--- src/verilog/frontend_cfg.svh ---
//////////////////////////////
// Front end configuration
// Widths, reset PC and sizes shared by the fetch blocks
//////////////////////////////

`ifndef FRONTEND_CFG_SVH
`define FRONTEND_CFG_SVH

// Address and data width
`define FE_XLEN 32

// First fetch address after reset
`define FE_PC_INIT 'h200

// Fetch queue entries
`define FE_QUEUE_DEPTH 4

// Branch history table index bits
`define FE_BHT_IDX_W 6

`endif

--- src/verilog/frontend_pkg.sv ---
//////////////////////////////
// Front end types
// Opcodes and the stream, redirect and training structs
//////////////////////////////

`default_nettype none

`include "frontend_cfg.svh"

package frontend_pkg;

  //////////////////////////////
  // Opcodes

  // Jump and link
  localparam logic [6:0] OPC_JAL = 7'b1101111;
  // Conditional branches
  localparam logic [6:0] OPC_BRANCH = 7'b1100011;
  // addi x0, x0, 0
  localparam logic [31:0] INSTR_NOP = 32'h0000_0013;

  //////////////////////////////
  // Stream payloads

  // Raw instruction word, 32 bits
  typedef logic [31:0] instr_t;

  // Fetch request, 32 bits
  typedef struct packed {
    logic [`FE_XLEN-1:0] addr;
  } fetch_req_t;

  // Fetch response, 65 bits
  typedef struct packed {
    logic [`FE_XLEN-1:0] addr;
    instr_t              instr;
    // Bus access fault on this word
    logic                fault;
  } fetch_rsp_t;

  // Payload towards decode, 89 bits
  typedef struct packed {
    logic [`FE_XLEN-1:0] pc;
    instr_t              instr;
    logic [4:0]          rs1;
    logic [4:0]          rs2;
    logic [11:0]         csr;
    logic                fault;
    // 10 for JAL, counter value for branches
    logic [1:0]          predict;
  } pd_out_t;

  //////////////////////////////
  // Control

  // PC redirect, 33 bits
  typedef struct packed {
    logic                valid;
    logic [`FE_XLEN-1:0] pc;
  } redirect_t;

  // Resolved branch from the back end, 34 bits
  typedef struct packed {
    logic                valid;
    logic [`FE_XLEN-1:0] pc;
    logic                taken;
  } bht_update_t;

endpackage

`default_nettype wire

--- src/verilog/fetch_pc_gen.sv ---
//////////////////////////////
// Fetch PC generator
// Next fetch address, request issue and credit tracking
// Stale responses after a redirect are marked for drop
//////////////////////////////

`timescale 1ns/100ps
`default_nettype none

`include "frontend_cfg.svh"

module fetch_pc_gen (
  input  logic                     clk_i,
  input  logic                     rst_ni,
  // Redirect sources, back end wins
  input  frontend_pkg::redirect_t  be_redirect_i,
  input  frontend_pkg::redirect_t  pd_redirect_i,
  // Request channel to instruction memory
  output frontend_pkg::fetch_req_t req_o,
  output logic                     req_valid_o,
  input  logic                     req_ready_i,
  // Queue side
  input  logic                     rsp_valid_i,
  input  logic                     q_pop_i,
  output logic                     q_flush_o,
  output logic                     q_drop_o
);

  localparam int unsigned CNT_W = $clog2(`FE_QUEUE_DEPTH + 1);
  localparam logic [`FE_XLEN-1:0] PC_INIT = `FE_PC_INIT;

  logic [`FE_XLEN-1:0] pc_q;
  // Held low through reset and the cycle after
  logic                fetch_en_q;
  // In flight plus queued entries
  logic [CNT_W-1:0]    credit_q;
  logic [CNT_W-1:0]    inflight_q;
  logic [CNT_W-1:0]    inflight_d;
  // Responses owed from before the last redirect
  logic [CNT_W-1:0]    stale_q;
  logic                accept;

  // Issue only while the queue can still take the answer
  assign req_valid_o = fetch_en_q & (credit_q < CNT_W'(`FE_QUEUE_DEPTH));
  assign req_o.addr  = pc_q;
  assign accept      = req_valid_o & req_ready_i;

  // Any redirect empties the queue
  assign q_flush_o = be_redirect_i.valid | pd_redirect_i.valid;
  // Responses return in order so stale ones come first
  assign q_drop_o  = rsp_valid_i & (stale_q != '0);

  assign inflight_d = inflight_q + CNT_W'(accept) - CNT_W'(rsp_valid_i);

  //////////////////////////////
  // Program counter

  always_ff @(posedge clk_i or negedge rst_ni) begin
    if (!rst_ni) begin
      pc_q <= PC_INIT;
    end else if (be_redirect_i.valid) begin
      pc_q <= be_redirect_i.pc;
    end else if (pd_redirect_i.valid) begin
      pc_q <= pd_redirect_i.pc;
    end else if (accept) begin
      pc_q <= pc_q + `FE_XLEN'd4;
    end
  end

  //////////////////////////////
  // Credit and stale counters

  always_ff @(posedge clk_i or negedge rst_ni) begin
    if (!rst_ni) begin
      fetch_en_q <= 1'b0;
      credit_q   <= '0;
      inflight_q <= '0;
      stale_q    <= '0;
    end else begin
      fetch_en_q <= 1'b1;
      inflight_q <= inflight_d;
      if (q_flush_o) begin
        // Queue is empty now, all in flight words are wrong path
        credit_q <= inflight_d;
        stale_q  <= inflight_d;
      end else begin
        credit_q <= credit_q + CNT_W'(accept) - CNT_W'(q_pop_i) - CNT_W'(q_drop_o);
        stale_q  <= stale_q - CNT_W'(q_drop_o);
      end
    end
  end

  // Queue never overcommitted
  assert property (@(posedge clk_i) disable iff (!rst_ni)
    credit_q <= CNT_W'(`FE_QUEUE_DEPTH));

endmodule

`default_nettype wire

--- src/verilog/fetch_queue.sv ---
//////////////////////////////
// Fetch queue
// Circular FIFO with drop on write and synchronous clear
//////////////////////////////

`timescale 1ns/100ps
`default_nettype none

`include "frontend_cfg.svh"

module fetch_queue #(
  parameter type         payload_t = logic,
  parameter int unsigned DEPTH     = `FE_QUEUE_DEPTH
) (
  input  logic     clk_i,
  input  logic     rst_ni,
  input  logic     flush_i,
  input  logic     drop_i,
  // Write side, no back-pressure
  input  logic     wr_valid_i,
  input  payload_t wr_data_i,
  // Read side
  output payload_t rd_data_o,
  output logic     rd_valid_o,
  input  logic     rd_ready_i
);

  localparam int unsigned PTR_W = $clog2(DEPTH);
  localparam int unsigned CNT_W = $clog2(DEPTH + 1);

  payload_t         mem_q [DEPTH];
  logic [PTR_W-1:0] wr_ptr_q;
  logic [PTR_W-1:0] rd_ptr_q;
  logic [CNT_W-1:0] count_q;
  logic             wr_en;
  logic             rd_en;

  // Wrap at DEPTH, any size
  function automatic logic [PTR_W-1:0] ptr_next(input logic [PTR_W-1:0] ptr);
    return (ptr == PTR_W'(DEPTH - 1)) ? '0 : ptr + 1'b1;
  endfunction

  assign wr_en      = wr_valid_i & ~drop_i;
  assign rd_valid_o = (count_q != '0);
  assign rd_en      = rd_valid_o & rd_ready_i;
  assign rd_data_o  = mem_q[rd_ptr_q];

  // Storage
  always_ff @(posedge clk_i) begin
    if (wr_en) begin
      mem_q[wr_ptr_q] <= wr_data_i;
    end
  end

  // Pointers and fill level, clear wins over both ports
  always_ff @(posedge clk_i or negedge rst_ni) begin
    if (!rst_ni) begin
      wr_ptr_q <= '0;
      rd_ptr_q <= '0;
      count_q  <= '0;
    end else if (flush_i) begin
      wr_ptr_q <= '0;
      rd_ptr_q <= '0;
      count_q  <= '0;
    end else begin
      if (wr_en) begin
        wr_ptr_q <= ptr_next(wr_ptr_q);
      end
      if (rd_en) begin
        rd_ptr_q <= ptr_next(rd_ptr_q);
      end
      count_q <= count_q + CNT_W'(wr_en) - CNT_W'(rd_en);
    end
  end

  // Credits upstream keep a full queue from being written
  assert property (@(posedge clk_i) disable iff (!rst_ni)
    wr_en |-> count_q != CNT_W'(DEPTH));

endmodule

`default_nettype wire

--- src/verilog/branch_hist_table.sv ---
//////////////////////////////
// Branch history table
// 2-bit saturating counters per PC index
// Read by pre-decode, trained by the back end
//////////////////////////////

`timescale 1ns/100ps
`default_nettype none

`include "frontend_cfg.svh"

module branch_hist_table (
  input  logic                      clk_i,
  input  logic                      rst_ni,
  // Lookup from pre-decode
  input  logic [`FE_BHT_IDX_W-1:0]  rd_idx_i,
  output logic [1:0]                rd_cnt_o,
  // Resolve port
  input  frontend_pkg::bht_update_t upd_i
);

  localparam int unsigned ENTRIES = 1 << `FE_BHT_IDX_W;

  // 00 strong not taken up to 11 strong taken
  logic [1:0]               cnt_q [ENTRIES];
  logic [`FE_BHT_IDX_W-1:0] upd_idx;
  logic [1:0]               upd_cnt;
  logic [1:0]               upd_nxt;

  // Combinational lookup
  assign rd_cnt_o = cnt_q[rd_idx_i];

  // Word aligned PCs, skip bits 1:0
  assign upd_idx = upd_i.pc[`FE_BHT_IDX_W+1:2];
  assign upd_cnt = cnt_q[upd_idx];

  //////////////////////////////
  // Saturating step

  always_comb begin
    upd_nxt = upd_cnt;
    if (upd_i.taken) begin
      // Up towards 11
      if (upd_cnt != 2'b11) begin
        upd_nxt = upd_cnt + 2'b01;
      end
    end else begin
      // Down towards 00
      if (upd_cnt != 2'b00) begin
        upd_nxt = upd_cnt - 2'b01;
      end
    end
  end

  //////////////////////////////
  // Counter array

  always_ff @(posedge clk_i or negedge rst_ni) begin
    if (!rst_ni) begin
      // Weakly not taken
      for (int i = 0; i < ENTRIES; i++) begin
        cnt_q[i] <= 2'b01;
      end
    end else if (upd_i.valid) begin
      cnt_q[upd_idx] <= upd_nxt;
    end
  end

endmodule

`default_nettype wire

--- src/verilog/pre_decode.sv ---
//////////////////////////////
// Instruction pre-decode
// Register and CSR fields, JAL and branch prediction
// Redirects fetch on predicted taken transfers
//////////////////////////////

`timescale 1ns/100ps
`default_nettype none

`include "frontend_cfg.svh"

module pre_decode (
  input  logic                     clk_i,
  input  logic                     rst_ni,
  input  frontend_pkg::redirect_t  be_redirect_i,
  // From fetch queue
  input  frontend_pkg::fetch_rsp_t in_i,
  input  logic                     in_valid_i,
  output logic                     in_ready_o,
  // To decode
  output frontend_pkg::pd_out_t    out_o,
  output logic                     out_valid_o,
  input  logic                     out_ready_i,
  // History table lookup
  output logic [`FE_BHT_IDX_W-1:0] bht_idx_o,
  input  logic [1:0]               bht_cnt_i,
  // Fetch redirect
  output frontend_pkg::redirect_t  pd_redirect_o
);

  frontend_pkg::instr_t  insn;
  // Raw immediates, bit 0 always zero
  logic [20:0]           imm_j;
  logic [12:0]           imm_b;
  logic [`FE_XLEN-1:0]   ext_imm_j;
  logic [`FE_XLEN-1:0]   ext_imm_b;
  logic [`FE_XLEN-1:0]   target;
  logic                  pred_taken;
  logic [1:0]            pred_bits;
  logic                  take;
  frontend_pkg::pd_out_t out_d;
  frontend_pkg::pd_out_t out_q;
  logic                  out_valid_q;

  //////////////////////////////
  // Handshake

  // Output register free or draining
  assign in_ready_o = ~out_valid_q | out_ready_i;
  assign take       = in_valid_i & in_ready_o;

  // A faulted fetch carries no usable word
  assign insn = in_i.fault ? frontend_pkg::INSTR_NOP : in_i.instr;

  //////////////////////////////
  // Immediates

  // J type
  assign imm_j = {insn[31], insn[19:12], insn[20], insn[30:21], 1'b0};
  // B type
  assign imm_b = {insn[31], insn[7], insn[30:25], insn[11:8], 1'b0};

  assign ext_imm_j = {{(`FE_XLEN-21){imm_j[20]}}, imm_j};
  assign ext_imm_b = {{(`FE_XLEN-13){imm_b[12]}}, imm_b};

  //////////////////////////////
  // Prediction

  // Table indexed by the fetch address
  assign bht_idx_o = in_i.addr[`FE_BHT_IDX_W+1:2];

  always_comb begin
    pred_taken = 1'b0;
    pred_bits  = 2'b00;
    target     = in_i.addr + ext_imm_b;
    case (insn[6:0])
      frontend_pkg::OPC_JAL: begin
        // Unconditional, always taken
        pred_taken = 1'b1;
        pred_bits  = 2'b10;
        target     = in_i.addr + ext_imm_j;
      end
      frontend_pkg::OPC_BRANCH: begin
        // Counter MSB decides
        pred_taken = bht_cnt_i[1];
        pred_bits  = bht_cnt_i;
      end
      default: begin
        pred_taken = 1'b0;
      end
    endcase
  end

  // One pulse per accepted jump
  assign pd_redirect_o.valid = take & pred_taken;
  assign pd_redirect_o.pc    = target;

  //////////////////////////////
  // Output register

  always_comb begin
    out_d.pc      = in_i.addr;
    out_d.instr   = insn;
    out_d.rs1     = insn[19:15];
    out_d.rs2     = insn[24:20];
    out_d.csr     = insn[31:20];
    out_d.fault   = in_i.fault;
    out_d.predict = pred_bits;
  end

  // Back-end redirect drops the held instruction
  always_ff @(posedge clk_i or negedge rst_ni) begin
    if (!rst_ni) begin
      out_valid_q <= 1'b0;
    end else if (be_redirect_i.valid) begin
      out_valid_q <= 1'b0;
    end else if (take) begin
      out_valid_q <= 1'b1;
    end else if (out_ready_i) begin
      out_valid_q <= 1'b0;
    end
  end

  // Payload
  always_ff @(posedge clk_i) begin
    if (take) begin
      out_q <= out_d;
    end
  end

  assign out_o       = out_q;
  assign out_valid_o = out_valid_q;

  // Wrong path words behind a jump are gone one cycle later
  assert property (@(posedge clk_i) disable iff (!rst_ni)
    pd_redirect_o.valid |=> !in_valid_i);

endmodule

`default_nettype wire

--- src/verilog/frontend_top.sv ---
//////////////////////////////
// Instruction front end
// PC generator, fetch queue, history table and pre-decode
//////////////////////////////

`timescale 1ns/100ps
`default_nettype none

`include "frontend_cfg.svh"

module frontend_top (
  input  logic                      clk_i,
  input  logic                      rst_ni,
  // Instruction memory
  output frontend_pkg::fetch_req_t  imem_req_o,
  output logic                      imem_req_valid_o,
  input  logic                      imem_req_ready_i,
  input  frontend_pkg::fetch_rsp_t  imem_rsp_i,
  input  logic                      imem_rsp_valid_i,
  // Back end
  input  frontend_pkg::redirect_t   be_redirect_i,
  input  frontend_pkg::bht_update_t bht_update_i,
  // Decode stream
  output frontend_pkg::pd_out_t     dec_o,
  output logic                      dec_valid_o,
  input  logic                      dec_ready_i
);

  // Queue to pre-decode
  frontend_pkg::fetch_rsp_t q_rsp;
  logic                     q_valid;
  logic                     q_ready;
  logic                     q_pop;
  // Queue control from PC generator
  logic                     q_flush;
  logic                     q_drop;
  // Pre-decode redirect and table lookup
  frontend_pkg::redirect_t  pd_redirect;
  logic [`FE_BHT_IDX_W-1:0] bht_idx;
  logic [1:0]               bht_cnt;

  assign q_pop = q_valid & q_ready;

  fetch_pc_gen u_pc_gen (
    .clk_i         (clk_i),
    .rst_ni        (rst_ni),
    .be_redirect_i (be_redirect_i),
    .pd_redirect_i (pd_redirect),
    .req_o         (imem_req_o),
    .req_valid_o   (imem_req_valid_o),
    .req_ready_i   (imem_req_ready_i),
    .rsp_valid_i   (imem_rsp_valid_i),
    .q_pop_i       (q_pop),
    .q_flush_o     (q_flush),
    .q_drop_o      (q_drop)
  );

  fetch_queue #(
    .payload_t (frontend_pkg::fetch_rsp_t),
    .DEPTH     (`FE_QUEUE_DEPTH)
  ) u_queue (
    .clk_i      (clk_i),
    .rst_ni     (rst_ni),
    .flush_i    (q_flush),
    .drop_i     (q_drop),
    .wr_valid_i (imem_rsp_valid_i),
    .wr_data_i  (imem_rsp_i),
    .rd_data_o  (q_rsp),
    .rd_valid_o (q_valid),
    .rd_ready_i (q_ready)
  );

  branch_hist_table u_bht (
    .clk_i    (clk_i),
    .rst_ni   (rst_ni),
    .rd_idx_i (bht_idx),
    .rd_cnt_o (bht_cnt),
    .upd_i    (bht_update_i)
  );

  pre_decode u_pd (
    .clk_i         (clk_i),
    .rst_ni        (rst_ni),
    .be_redirect_i (be_redirect_i),
    .in_i          (q_rsp),
    .in_valid_i    (q_valid),
    .in_ready_o    (q_ready),
    .out_o         (dec_o),
    .out_valid_o   (dec_valid_o),
    .out_ready_i   (dec_ready_i),
    .bht_idx_o     (bht_idx),
    .bht_cnt_i     (bht_cnt),
    .pd_redirect_o (pd_redirect)
  );

endmodule

`default_nettype wire

--- config.mk ---
export PLATFORM = sky130hd
export DESIGN_NAME = frontend_top
export DESIGN_NICKNAME = d
export VERILOG_FILES = /design/src/verilog/frontend_pkg.sv /design/src/verilog/fetch_pc_gen.sv /design/src/verilog/fetch_queue.sv /design/src/verilog/branch_hist_table.sv /design/src/verilog/pre_decode.sv /design/src/verilog/frontend_top.sv
export VERILOG_INCLUDE_DIRS = /design/src /design/src/verilog
export SDC_FILE = /design/constraint.sdc
export NUM_CORES = 1
export LEC_CHECK = 0
export BUFFER_PORTS_ARGS = -buffer_cell sky130_fd_sc_hd__buf_4
export CORE_UTILIZATION = 64
export CTS_CLUSTER_DIAMETER = 40
export CTS_CLUSTER_SIZE = 12
export DETAILED_ROUTE_END_ITERATION = 6
export HOLD_SLACK_MARGIN = 0.05
export PLACE_DENSITY = 0.86
export SLEW_MARGIN = 5
export SYNTH_ARGS = -nofsm -noshare
export SYNTH_HDL_FRONTEND = slang
export SYNTH_SLANG_ARGS = --single-unit
--- constraint.sdc ---
create_clock -name clk_i -period 8.6 [get_ports clk_i]
set_input_delay 1.29 -clock clk_i [delete_from_list [all_inputs] [get_ports clk_i]]
set_output_delay 1.29 -clock clk_i [all_outputs]
set_load 0.02 [all_outputs]
Yosys cells after proc, flatten, opt, wreduce, memory -nomap -nowiden --
Memory sizes are Yosys's and may differ from the RTL's. Index checks and enable logic that the tools add are counted.
Cells by class: $add $sub $neg 15, $lt $le $gt $ge 4, eq/ne operators 5, multiplexer cells 33, bitwise gates (word level) 12, reductions and logical operators 8
Operators by type and width (count):
- 32-bit 2-to-1 mux | 5
- 128-bit bitwise mux | 1
- 32-bit adder | 2
- 32-bit by 3-bit adder with 32-bit output (second input constant) | 1
- 2-bit 2-to-1 mux | 14
- 2-bit binary-select mux with 6-bit select | 2
- 3-bit by 1-bit subtractor with 3-bit output | 5
- 7-bit equality test (second input constant) | 2
- 7-bit >= comparator (second input constant) | 2
- 6-bit NOT with 7-bit output | 2
- 2-bit demux with 6-bit select | 1
- 3-bit nonzero test | 4
- 3-bit by 1-bit adder with 3-bit output | 3
- 3-bit 2-to-1 mux | 3
- 7-bit by 1-bit < comparator with 1-bit output (second input constant) | 1
- 2-bit by 1-bit adder with 2-bit output (second input constant) | 3
- 1-bit bitwise AND | 6
- 2-bit nonzero test | 3
- 1-bit 2-to-1 mux | 5
- 2-bit equality test (second input constant) | 2
- 2-bit one-hot mux with 2 select lines | 1
- 3-bit < comparator (second input constant) | 1
- 2-bit != test (second input constant) | 1
- 1-bit NOT | 2
- 4 further kinds | 5
Word-level totals: register bits after elaboration 267, memory bits (writable) 260, input bits 137, output and inout bits 123, memories kept 1
Memories:
- u_queue.mem_q | words 4, width 65, rd ports 1, clocked after memory_dff 0, write ports 1, RTL line fetch_queue.sv:31 | payload_t mem_q [DEPTH];

Logic depth before layout (Yosys ltp) --
An unclocked memory read counts as a cell.
depth after elaboration 9, mapped depth 20

Cells and area by module --
A second synthesis with hierarchy kept.
Second synthesis, totals: cells, all modules 1814, area total of the unflattened synthesis 24722.5 um^2
By module, submodules not included:
- fetch_queue | times used 1, cells an instance 384, area an instance 9845.7 um^2
- branch_hist_table | times used 1, cells an instance 674, area an instance 7358.3 um^2
- pre_decode | times used 1, cells an instance 441, area an instance 4734.5 um^2
- fetch_pc_gen | times used 1, cells an instance 314, area an instance 2777.7 um^2
- frontend_top | times used 1, cells an instance 1, area an instance 6.3 um^2

Worst setup path after synthesis --
No wires, ideal clock.
kind reg-to-reg, start register u_queue.rd_ptr_q[0], end register u_pc_gen.pc_q[31], in the netlist u_pc_gen.req_o[31], library setup time 0.123 ns, arrival time 4.847 ns, data required time 8.477 ns, setup slack 3.630 ns, cell stages (with the launch flop) 18, buffers on the path 6, period minus slack after synthesis 4.970 ns, cells stage by stage dfrtp_1 > buf_6 > buf_4 > buf_4 > buf_1 > buf_1 > mux4_2 > ha_1 > clkbuf_1 > a31o_2 > a2111oi_0 > o21ai_0 > a32oi_1 > a31oi_1 > o21ai_0 > a311oi_1 > xnor2_1 > o221a_2
RTL lines:
- from (decl) | RTL line fetch_queue.sv:33 | logic [PTR_W-1:0] rd_ptr_q;
- from (signal assigned) | RTL line fetch_queue.sv:70 | rd_ptr_q <= ptr_next(rd_ptr_q);
- to (signal assigned) | RTL line fetch_pc_gen.sv:62 | pc_q <= be_redirect_i.pc;
- to (signal assigned) | RTL line fetch_pc_gen.sv:64 | pc_q <= pd_redirect_i.pc;
- to (signal assigned) | RTL line fetch_pc_gen.sv:66 | pc_q <= pc_q + `FE_XLEN'd4;
- to (decl) | RTL line fetch_pc_gen.sv:32 | logic [`FE_XLEN-1:0] pc_q;

Worst setup path in the final report --
start register u_queue.rd_ptr_q[0], end register u_pc_gen.pc_q[29], in the netlist u_pc_gen.req_o[29]
On the way: word-level cells in the longest chain between the ends 9, elaborated cells between the ends (all ways) 16, those cells by class 2 x add/sub; 2 x eq/ne; 8 x mux; 2 x bitwise; 1 x reduce/logical; 1 x memory
RTL lines:
- memory read 4 x 65 bit (*)
- 6-bit NOT with 7-bit output (implied by the code) | RTL line branch_hist_table.sv:31 | assign rd_cnt_o = cnt_q[rd_idx_i];
- 2-bit binary-select mux with 6-bit select | RTL line branch_hist_table.sv:31
- 2-bit 2-to-1 mux (implied by the code) (2 in series) | RTL line branch_hist_table.sv:31
- 1-bit one-hot mux with 2 select lines | RTL line pre_decode.sv:76 | case (insn[6:0])
- 1-bit bitwise AND | RTL line pre_decode.sv:95 | assign pd_redirect_o.valid = take & pred_taken;
- 32-bit 2-to-1 mux | RTL line fetch_pc_gen.sv:63 | end else if (pd_redirect_i.valid) begin
- 32-bit 2-to-1 mux | RTL line fetch_pc_gen.sv:61 | end else if (be_redirect_i.valid) begin
Every way passes the cells marked *; elsewhere a longest branch is shown, timed or not. The select of a mux whose other input is x is not followed. A chain may end at the register's enable or synchronous reset.

==> impl_results.md <==
- Crit. End Element: register
- Synth Flop Type: edfxtp_1
- Non-Filler Instances: between 2k and 2.5k
- RSZ-0062 raised after global routing: no
- Synthesized cell area: around 24000 um2
- DP Cell Count: around 2.2k
- Vias: approximately 16k
- GR Overflow Total: 0
- Multiplexer share of the synthesized area: between 10% and 20%
- PD cells: ~350 nW/um2
- Yosys warning total: 0
- Top-area cell type share of the netlist area: 41.3%
- EDFF count, synth: 327
- P&R area growth vs syn: 16.6%
- Initial antenna violation count: 4
- Vias in the first global route: between 15k and 20k
- Post-DP Area: between 20000 and 30000 um2
- Hold Buf Count CTS: 0
- Post-route minimum period: approximately 6300 ps
- FFs w/ async S/R, synth: a little over a third
- Status: completed
- Worst hold path stage count: 1
- Most frequent cell after synthesis: edfxtp_1
- Clk_lat worst skew: roughly 650 ps
- Final HPWL DP: ~40 mm
- Pwr Total: about 9.6 mW
- Max clock buf depth: 3
- CTS H-tree lvls: 2
- FILL cells: between 2k and 2.5k
- Synth Area in Compound Gates: roughly 6.6%
- Worst setup margin: approximately 2300 ps
- CTS resizes: 0
- Critical path class: reg -> reg
- Clk slew on worst S/H paths: roughly 60 ps
- Vias/cell: around 6.7
- Register area: between 10000 and 15000 um2
- Worst slew pin tran: 1140 ps
- Upper clock frequency limit: ~160 MHz
- Pin count of the biggest net entering global routing: between 100 and 150
- Final Setup Violations: 0
- IO Port Bufs: 233
- Leakage: 10.7 nW
- DR pass1 iterations: 6
- Routability cong.: around 0.95
- First-pass GRT wire length: just under 100 mm
- TritonCTS Buffers: 60
- Starting Density: about 65%
- Yosys cell types: between 70 and 80
- Die H: just under 200 um
- R2R depth: 17
- Core ar.: about 37000 um2
- Worst relative slew slack: between 20% and 30%
- Final ANT Viol Nets: 0
- Syn_area_per_cell: around 15 um2
- WP data arrival: 6840 ps
- Crit path required time: just over 9000 ps
- Post-Synthesis Cells: approximately 1.6k
- DRT iter0 DRCs: 1721
- Final period util: 72.9%
- Setup Skew: ~41 ps
- Max-slew violations: 0
- Setup TNS: 0 ps
- Total GRT Usage: between 30% and 40%
- Design Area, Final: roughly 28000 um2
- Post-synthesis simple-gate area fraction: between 7 and 8%
- Crit path max fanout: 39
- Largest cells by area after synthesis: edfxtp_1 41%, dfrtp_1 12%, mux4_2 8.3%, dfstp_2 7.2%, mux2_2 7.1%
- Post-synthesis xor/xnor area fraction: under 10%
- Root Buffer Master: clkbuf_16
- Per-cell routed wire length: about 27 um
- Clock sinks: a little over 500
- Synthesized net count: ~1.8k
- CTS tree: built
- Die area: between 30000 and 40000 um2
- Yosys top cell by area: edfxtp_1
- Main combinational cell family by area after synthesis: multiplexers
- Synth Register Bits: ~510
- List of most frequent post-synthesis cells: 327 x edfxtp_1, 150 x mux2_2, 113 x dfrtp_1, 95 x nand2_1, 88 x mux4_2
- Peak supply drop: roughly 0.27 mV
- Sequential fraction of the synthesis area: 60.4%
- Boundary pin count: 260
- DRC viols: 0
- Total Wirelength: between 60 and 70 mm
- Pre-CTS WS: approximately 2500 ps
- Setup Fix Bufs, Post-CTS: 0
- Nets@finish: 2028
- Crit start category: register
- MaxCap Viol Count: 0
- Die X: 195 um
- Rows: 70
- Layout cells sized above 1: 35.7%
- Area of the multi-input gates: around 8700 um2
- Area share of fa/ha/maj cells after synthesis: under 10%
- Final hold viol count: 0
- Hold Path Class: reg -> reg
layer usage:
metal | part of all wire (%) | up-vias | track usage [%]
li1 | - | 6694 | -
met1 | 36 | 7914 | 43.0
met2 | 50 | 966 | 57.0
met3 | 9.1 | 205 | 6.39
met4 | 5.0 | 0 | 17.7
met5 | 0 | - | 0
area by class of cell:
type                    count  area share (%)
flip-flops and latches    505            51.8
multi-input cells         993            31.5
repair buffers            250            6.79
clock buffers              77            5.73
well taps                 468            2.11
clock inverters            32            1.50
inverters                  32           0.438
diodes                      4          0.0361
kinds of logic (layout without fill, tap and decap cells):
family / after synthesis / count (layout)
simple gates: 362 / 362
fa+ha+maj: 51 / 51
compound gates: 236 / 236
xor+xnor: 56 / 56
other cells: 1 / 5
buf+inv: 139 / 391
mux: 287 / 287
flops: 505 / 505
through the flow:
stage                     hold WS, ps  util, %
after floorplan                   439        -
after CTS                         482     75.8
after detailed placement          468     70.3
after global routing              517     75.8
after global placement            457     70.3
final                             481     75.8
flip-flops by register name (all words and copies together), names as in the netlist:
signal / count
u_queue.mem_q: 260
u_queue.wr_ptr_q: 2
u_pc_gen.req_o: 32
u_pd.out_valid_o: 1
u_pc_gen.credit_q: 3
u_bht.cnt_q: 128
u_queue.count_q: 3
u_pc_gen.stale_q: 3
u_queue.rd_ptr_q: 2
u_pc_gen.inflight_q: 3
u_pd.out_o: 67
u_pc_gen.fetch_en_q: 1
worst max-delay path: stages, from the launching register on:
cell	delay (ps)
dfrtp_4	940
mux4_2	590
buf_4	280
and4b_1	330
nand2_1	470
mux2_2	450
ha_1	260
inv_1	80
fa_1	380
nor2b_1	210
o31ai_1	160
a211oi_1	370
nand4_1	200
a31oi_1	330
o21ai_0	250
o21ai_0	200
nor4b_1	410
o22a_1	210
power breakdown:
group,total [mW],switching [mW],internal (mW)
combinational,3.67,2.14,1.53
sequential,3.39,0.298,3.09
clock,2.54,1.04,1.50
final timing paths:
check | to | slack [ps] | startpoint
max in group asynchronous | u_queue.rd_ptr_q[0] | 6250 | rst_ni
min in group asynchronous | u_bht.cnt_q[45] | 780 | rst_ni
setup / recovery | u_pc_gen.req_o[29] | 2330 | u_queue.rd_ptr_q[0]
hold / removal | u_pc_gen.inflight_q[2] | 480 | u_pc_gen.inflight_q[2]
setup reg to reg | u_pc_gen.req_o[29] | 2330 | u_queue.rd_ptr_q[0]
hold reg to reg | u_pc_gen.inflight_q[2] | 480 | u_pc_gen.inflight_q[2]
placed cells by master, fill, tap and decap left out, drive strengths merged, types with 49 or more instances in the layout:
master	Yosys	layout
mux4	88	88
nand2	97	97
buf	56	250
nor2	83	83
mux2i	49	49
clkbuf	51	77
mux2	150	150
dfrtp	113	113
dfstp	65	65
edfxtp	327	327
Power figures use the tool's default switching activity.
